[src/rtl/fifo_cfg_pkg.sv]
//##########################################################
// fifo depths, lfsr polynomial and seed, chaos bit picks
//##########################################################

package fifo_cfg_pkg;

   //##########################################################
   // fifo sizing
   //##########################################################

   // ingress fifo depth, not a power of two on purpose
   localparam int IN_DEPTH  = 5;
   localparam int OUT_DEPTH = 3;   // egress fifo depth

   //##########################################################
   // chaos source
   //##########################################################

   localparam int LFSR_W = 16;     // lfsr state width

   // any nonzero value works, all-zero locks up
   localparam logic [LFSR_W-1:0] LFSR_SEED = 16'hACE1;

   // galois mask for x^16 + x^14 + x^13 + x^11 + 1
   localparam logic [LFSR_W-1:0] LFSR_TAPS = 16'hB400;

   // state bits that drive chaos full, kept apart
   // so the two fifos don't stall in lockstep
   localparam int CHAOS_IN_BIT  = 3;    // ingress fifo
   localparam int CHAOS_OUT_BIT = 11;   // egress fifo

endpackage : fifo_cfg_pkg

[src/rtl/link_types_pkg.sv]
//##########################################################
// ingress and egress word structs, payload and seq widths
//##########################################################

package link_types_pkg;

   //##########################################################
   // widths
   //##########################################################

   localparam int DATA_W = 32;   // payload bits per word
   localparam int SEQ_W  = 8;    // sequence number, wraps at 256

   //##########################################################
   // ingress word, as written by the host
   //##########################################################

   // 33 bits in all
   typedef struct packed {
      logic [DATA_W-1:0] data;   // payload
      logic              last;   // end of packet marker
   } in_word_t;

   //##########################################################
   // egress word, after tagging
   //##########################################################

   // 42 bits in all
   // parity is xor of data, so data plus parity has even weight
   typedef struct packed {
      logic [DATA_W-1:0] data;     // payload, unchanged
      logic [SEQ_W-1:0]  seq;      // transfer index mod 256
      logic              parity;   // even parity over data
      logic              last;     // copied from ingress word
   } out_word_t;

endpackage : link_types_pkg

[src/rtl/la_lfsr.sv]
`timescale 1ns/100ps
//##########################################################
// free-running galois lfsr, pseudo-random chaos bits
//##########################################################

module la_lfsr
(
   input  logic                            clk,
   input  logic                            nreset,
   output logic [fifo_cfg_pkg::LFSR_W-1:0] state   // full lfsr state
);

   import fifo_cfg_pkg::*;

   logic              feedback;    // bit shifted out this cycle
   logic [LFSR_W-1:0] state_nxt;

   //##########################################################
   // next state
   //##########################################################

   // galois form
   // shift right, fold the tap mask back in when a one drops out
   assign feedback  = state[0];
   assign state_nxt = (state >> 1) ^ (feedback ? LFSR_TAPS : '0);

   //##########################################################
   // state register
   //##########################################################

   always_ff @(posedge clk or negedge nreset)
   begin
      if (!nreset)
      begin
         state <= LFSR_SEED;   // nonzero, else stuck forever
      end
      else
      begin
         state <= state_nxt;   // advances every cycle, no enable
      end
   end

endmodule : la_lfsr

[src/rtl/la_syncfifo.sv]
`timescale 1ns/100ps
//##########################################################
// synchronous fifo of any depth, type-parameter payload
// fall-through read port, optional random full in chaos mode
//##########################################################

module la_syncfifo
#(
   parameter type T     = logic [31:0],   // payload type
   parameter int  DEPTH = 4               // words, any value >= 1
)
(
   // clock and reset
   input  logic clk,
   input  logic nreset,
   // random full control
   input  logic chaos,       // pseudo-random bit from the lfsr
   input  logic chaosmode,   // gates chaos onto wr_full
   // write side
   input  logic wr_en,       // push request
   input  T     wr_din,      // word to push
   output logic wr_full,     // no push accepted this cycle
   // read side
   input  logic rd_en,       // pop request
   output T     rd_dout,     // head word, valid while not empty
   output logic rd_empty     // nothing to pop
);

   // address bits, at least one so a single-word fifo still builds
   localparam int            AW        = (DEPTH > 1) ? $clog2(DEPTH) : 1;
   localparam logic [AW-1:0] LAST_ADDR = AW'(DEPTH - 1);   // wrap point

   // pointers are {lap, addr}
   // lap flips each time addr wraps past LAST_ADDR
   logic [AW:0] wr_ptr;
   logic [AW:0] rd_ptr;
   logic        ptr_full;     // occupancy full
   logic        fifo_write;   // qualified push
   logic        fifo_read;    // qualified pop

   T mem [DEPTH];             // storage, no reset

   //##########################################################
   // pointer increment
   //##########################################################

   // wraps at DEPTH-1 instead of the power of two
   function automatic logic [AW:0] ptr_inc(input logic [AW:0] ptr);
      logic [AW:0] nxt;
      if (ptr[AW-1:0] == LAST_ADDR)
      begin
         nxt = {~ptr[AW], {AW{1'b0}}};   // new lap, address 0
      end
      else
      begin
         nxt = {ptr[AW], ptr[AW-1:0] + 1'b1};
      end
      return nxt;
   endfunction

   //##########################################################
   // full and empty
   //##########################################################

   // same address on different laps means every slot is taken
   assign ptr_full = (wr_ptr[AW] != rd_ptr[AW]) &&
                     (wr_ptr[AW-1:0] == rd_ptr[AW-1:0]);

   assign wr_full  = ptr_full | (chaos & chaosmode);   // chaos fakes full
   assign rd_empty = (wr_ptr == rd_ptr);               // same lap and addr

   assign fifo_write = wr_en & ~wr_full;    // writes dropped when full
   assign fifo_read  = rd_en & ~rd_empty;   // reads ignored when empty

   //##########################################################
   // pointer registers
   //##########################################################

   // push and pop in one cycle move both pointers
   always_ff @(posedge clk or negedge nreset)
   begin
      if (!nreset)
      begin
         wr_ptr <= '0;
         rd_ptr <= '0;
      end
      else
      begin
         if (fifo_write)
            wr_ptr <= ptr_inc(wr_ptr);
         if (fifo_read)
            rd_ptr <= ptr_inc(rd_ptr);
      end
   end

   //##########################################################
   // memory
   //##########################################################

   always_ff @(posedge clk)
   begin
      if (fifo_write)
         mem[wr_ptr[AW-1:0]] <= wr_din;
   end

   // fall-through, head word straight from the array
   assign rd_dout = mem[rd_ptr[AW-1:0]];

endmodule : la_syncfifo

[src/rtl/link_tagger.sv]
`timescale 1ns/100ps
//##########################################################
// ingress to egress mover, adds sequence number and parity
//##########################################################

module link_tagger
(
   // clock and reset
   input  logic                      clk,
   input  logic                      nreset,
   // ingress fifo read side
   input  link_types_pkg::in_word_t  in_head,    // fall-through head word
   input  logic                      in_empty,   // nothing to move
   output logic                      in_pop,     // pops the head word
   // egress fifo write side
   input  logic                      out_full,   // real or chaos full
   output logic                      out_push,   // pushes out_word
   output link_types_pkg::out_word_t out_word    // tagged word
);

   import link_types_pkg::*;

   logic             xfer;   // one word moves this cycle
   logic [SEQ_W-1:0] seq;    // tag for the next word moved

   //##########################################################
   // transfer control
   //##########################################################

   // purely combinational, no staging register
   // word leaves ingress and lands in egress on the same edge
   assign xfer     = ~in_empty & ~out_full;
   assign in_pop   = xfer;
   assign out_push = xfer;

   //##########################################################
   // tagged word
   //##########################################################

   // built from the head word every cycle
   // only meaningful while out_push is high
   always_comb
   begin
      out_word.data   = in_head.data;     // payload untouched
      out_word.seq    = seq;              // current count
      out_word.parity = ^in_head.data;    // even parity
      out_word.last   = in_head.last;
   end

   //##########################################################
   // sequence counter
   //##########################################################

   // counts transfers, not host writes
   // same thing since neither fifo drops an accepted word
   always_ff @(posedge clk or negedge nreset)
   begin
      if (!nreset)
      begin
         seq <= '0;
      end
      else if (xfer)
      begin
         seq <= seq + 1'b1;   // 255 rolls over to 0
      end
   end

endmodule : link_tagger

[src/rtl/la_fifo_link.sv]
`timescale 1ns/100ps
//##########################################################
// word link top, ingress fifo, tagger, egress fifo, lfsr
//##########################################################

module la_fifo_link
(
   // clock and reset
   input  logic                      clk,
   input  logic                      nreset,
   input  logic                      chaosmode,   // random full enable
   // host side
   input  logic                      in_wr,       // write strobe
   input  link_types_pkg::in_word_t  in_word,     // word to send
   output logic                      in_full,     // write gets dropped
   // consumer side
   input  logic                      out_rd,      // pop strobe
   output link_types_pkg::out_word_t out_word,    // valid while not empty
   output logic                      out_empty
);

   import fifo_cfg_pkg::*;
   import link_types_pkg::*;

   logic [LFSR_W-1:0] lfsr_state;   // shared chaos source
   in_word_t          in_head;      // ingress head, fall-through
   logic              in_empty;
   logic              in_pop;       // tagger pops ingress
   logic              eg_full;      // egress back-pressure to tagger
   logic              eg_push;      // tagger pushes egress
   out_word_t         eg_word;      // tagged word into egress

   //##########################################################
   // chaos source
   //##########################################################

   la_lfsr u_lfsr (
      .clk    (clk),
      .nreset (nreset),
      .state  (lfsr_state)
   );

   //##########################################################
   // ingress fifo, host writes, tagger reads
   //##########################################################

   la_syncfifo #(
      .T     (in_word_t),
      .DEPTH (IN_DEPTH)
   ) u_in_fifo (
      .clk       (clk),
      .nreset    (nreset),
      .chaos     (lfsr_state[CHAOS_IN_BIT]),   // host-side stalls
      .chaosmode (chaosmode),
      .wr_en     (in_wr),
      .wr_din    (in_word),
      .wr_full   (in_full),
      .rd_en     (in_pop),
      .rd_dout   (in_head),
      .rd_empty  (in_empty)
   );

   //##########################################################
   // tagger, seq and parity
   //##########################################################

   link_tagger u_tagger (
      .clk      (clk),
      .nreset   (nreset),
      .in_head  (in_head),
      .in_empty (in_empty),
      .in_pop   (in_pop),
      .out_full (eg_full),
      .out_push (eg_push),
      .out_word (eg_word)
   );

   //##########################################################
   // egress fifo, tagger writes, consumer reads
   //##########################################################

   la_syncfifo #(
      .T     (out_word_t),
      .DEPTH (OUT_DEPTH)
   ) u_out_fifo (
      .clk       (clk),
      .nreset    (nreset),
      .chaos     (lfsr_state[CHAOS_OUT_BIT]),  // internal stalls
      .chaosmode (chaosmode),
      .wr_en     (eg_push),
      .wr_din    (eg_word),
      .wr_full   (eg_full),
      .rd_en     (out_rd),
      .rd_dout   (out_word),
      .rd_empty  (out_empty)
   );

endmodule : la_fifo_link

[config.mk]
export PLATFORM = sky130hd
export DESIGN_NAME = la_fifo_link
export DESIGN_NICKNAME = d
export VERILOG_FILES = /design/src/rtl/fifo_cfg_pkg.sv /design/src/rtl/link_types_pkg.sv /design/src/rtl/la_lfsr.sv /design/src/rtl/la_syncfifo.sv /design/src/rtl/link_tagger.sv /design/src/rtl/la_fifo_link.sv
export SDC_FILE = /design/constraint.sdc
export NUM_CORES = 1
export LEC_CHECK = 0
export BUFFER_PORTS_ARGS = -buffer_cell sky130_fd_sc_hd__buf_2
export CORE_UTILIZATION = 60
export CTS_BUF_LIST = sky130_fd_sc_hd__clkbuf_2 sky130_fd_sc_hd__clkbuf_4 sky130_fd_sc_hd__clkbuf_8
export DETAILED_ROUTE_END_ITERATION = 8
export PLACE_DENSITY_LB_ADDON = 0.12
export SLEW_MARGIN = 20
export SYNTH_ARGS = -nofsm -noshare
export SYNTH_HDL_FRONTEND = slang
export SYNTH_HIERARCHICAL = 1
export SYNTH_SLANG_ARGS = --single-unit
[constraint.sdc]
create_clock -name clk -period 12.78 [get_ports clk]
set_input_delay 1.917 -clock clk [delete_from_list [all_inputs] [get_ports clk]]
set_output_delay 1.917 -clock clk [all_outputs]
set_load 0.01 [all_outputs]
==> run_results.csv <==
group,metric,value,unit
outcome,outcome,"finished clean",
drt,routed_wl,21.5,mm
timing,finalHoldViolations,0,
hold_path,hp-class,"reg2reg",
floorplanning,fp.dieW,150,um
clocking,clockBufferDepth,3,
timing,timing.slew.headroom,28.4,%
clocking,htreeDepth,2,
worst_setup_path,cp_common_cell,"buf_2",
timing,fin_skew,0.0164,ns
timing,rsz0062_at_grt,"no",
grt,grt_pass1_wl,33.1,mm
floorplanning,io_pins,82,
grt,use_met2,32.0,%
placement,gp_congestion,0.738,
grt,grt_max_degree,91,
timing,fin_crit_sh,33.3,%
timing,tns,0,ns
yosys,syn_area_per_cell,18.3,um2
clocking,cts_tree,"built",
worst_setup_path,r2r-start,"u_out_fifo/rd_ptr[1]$_DFFE_PN0P_",
worst_setup_path,reg2reg_slack,8.76,ns
worst_setup_path,critPathMaxFanout,4,
timing,drv_slew,0,
worst_setup_path,worst_path_max_delay_cell,"buf_2",
drt,drc,0,
hold_path,min_path_cells,0,
drt,detail-route-antenna-nets,0,
floorplanning,fp.coreArea,21200,um2
finish,final_common_cell,"edfxtp_1",
floorplanning,die_y,150,um
timing,fin_crit,4.25,ns
worst_setup_path,reg2reg_to,"u_out_fifo/mem[0][19]$_DFFE_PP_",
placement,dpl.hpwl,12.7,mm
grt,gr-total-overflow,0,
timing,max_freq,235,MHz
grt,use_met1,27.9,%
floorplanning,rows,53,
drt,drtPass1Iterations,4,
worst_setup_path,cp_top_family,"buffers and inverters",
clocking,hold_buffers,0,
floorplanning,start_util,61.7,%
yosys,syn_nets,757,
clocking,postCtsSetupBuffers,0,
timing,setup_viol,0,
worst_setup_path,crit_arrival,2.34,ns
flow_run,max_cap_violations,0,
drt,via_count,6113,
yosys,synth_area,13100,um2
grt,grt_antenna_before_repair,2,
grt,use_met3,3.99,%
worst_setup_path,slowest_delay,0.18,ns
drt,wire_per_inst,19.3,um
finish,nets,839,
clocking,cts_root_buffer,"clkbuf_8",
finish,fillers,1431,
clocking,cts_inserted_buffers,51,
yosys,ys.warnings.count,6,
worst_setup_path,startpoint,"chaosmode",
grt,grt_pass1_vias,6265,
worst_setup_path,cp_num_cells,4,
finish,area_growth,11.4,%
worst_setup_path,cp.required,10.86,ns
finish,drive_gt1_share,32.7,%
clocking,cts_sinks,329,
drt,via_per_inst,5.49,
clocking,clk_pin_slew,0.06,ns
worst_setup_path,critical_path_class,"in2out",
timing,worst_pin_slew,1.07,ns
grt,track_usage,20.1,%
worst_setup_path,crit_end,"in_full",
worst_setup_path,cp-end-kind,"output port",
finish,layout_common_cells,"edfxtp_1, buf_2, clkbuf_8, nand2_1, o21ai_0",
finish,seqCellArea,9700,um2
worst_setup_path,cp-start-kind,"input port",
worst_setup_path,reg2regPathDepth,8,
grt,grt_busiest_layer,"met2",
placement,io_buffers,81,
drt,drtIter0Drc,389,
worst_setup_path,crit_chain,"buf_2 > nand2_1 > o41ai_1 > buf_2",
finish,multi_input_area,3010,um2
yosys,synth_cells,714,
clocking,clock_latency,0.56,ns
floorplanning,dieArea,22400,um2
worst_setup_path,cp_num_buf_inv,2,
clocking,cts-resized-gates,0,
-- registers in the layout, summed over array words and instances, names as in the netlist --
name / cells
u_in_fifo/mem: 165
u_in_fifo/wr_ptr: 4
u_out_fifo/mem: 126
u_in_fifo/rd_ptr: 4
u_out_fifo/rd_ptr: 3
u_out_fifo/wr_ptr: 3
u_tagger/seq: 8
u_lfsr/state: 16
-- area by class of cell --
type	count	share of cell area, %
Antenna cell	2	0.0343
Clock buffer	70	5.88
Multi-Input combinational cell	318	20.6
Sequential cell	329	66.5
Timing Repair Buffer	92	3.35
Inverter	4	0.103
Clock inverter	24	1.12
Tap cell	275	2.36
-- layer usage --
layer	vias up	share of wire, %
met5	-	0
met4	0	1.9
met3	39	4.9
met2	149	49
met1	3058	45
li1	2867	-
-- worst reg2reg max path, delay by kind of cell, from the launching register on --
family	cells	cell delay [ns]
AND/OR/NAND/NOR	3	1.64
AO/OA/AOI/OAI	3	0.75
buffers and inverters	1	0.59
flip-flops	1	0.34
XOR/XNOR	1	0.29
-- worst min-delay path by stage --
stage | start | to | slack [ns]
2_1_floorplan | u_lfsr/state[2]$_DFF_PN0_ | u_lfsr/state[1]$_DFF_PN0_ | 0.33
3_3_place_gp | u_lfsr/state[4]$_DFF_PN0_ | u_lfsr/state[3]$_DFF_PN0_ | 0.33
3_5_place_dp | u_lfsr/state[4]$_DFF_PN0_ | u_lfsr/state[3]$_DFF_PN0_ | 0.34
4_1_cts | u_lfsr/state[4]$_DFF_PN0_ | u_lfsr/state[3]$_DFF_PN0_ | 0.34
5_1_grt | u_lfsr/state[4]$_DFF_PN0_ | u_lfsr/state[3]$_DFF_PN0_ | 0.34
6_report | u_lfsr/state[4]$_DFF_PN0_ | u_lfsr/state[3]$_DFF_PN0_ | 0.34
-- per-stage QoR --
| step | hold slack [ns] | setup slack (ns) | utilization (%) | std cells | area (um2) |
|---|---|---|---|---|---|
| 2_1_floorplan | 0.331 | 6.34 | - | 714 | 13100 |
| 3_3_place_gp | 0.333 | 8.31 | 63.9 | 1018 | 13600 |
| 3_5_place_dp | 0.336 | 8.25 | 63.9 | 1018 | 13600 |
| 4_1_cts | 0.340 | 8.44 | 68.7 | 1112 | 14600 |
| 5_1_grt | 0.343 | 8.35 | 68.7 | 1112 | 14600 |
| 6_report | 0.342 | 8.53 | 68.7 | 1114 | 14600 |
Power is not shown: default switching activity piles up to over one toggle a cycle in this logic, so the estimate is an artifact.
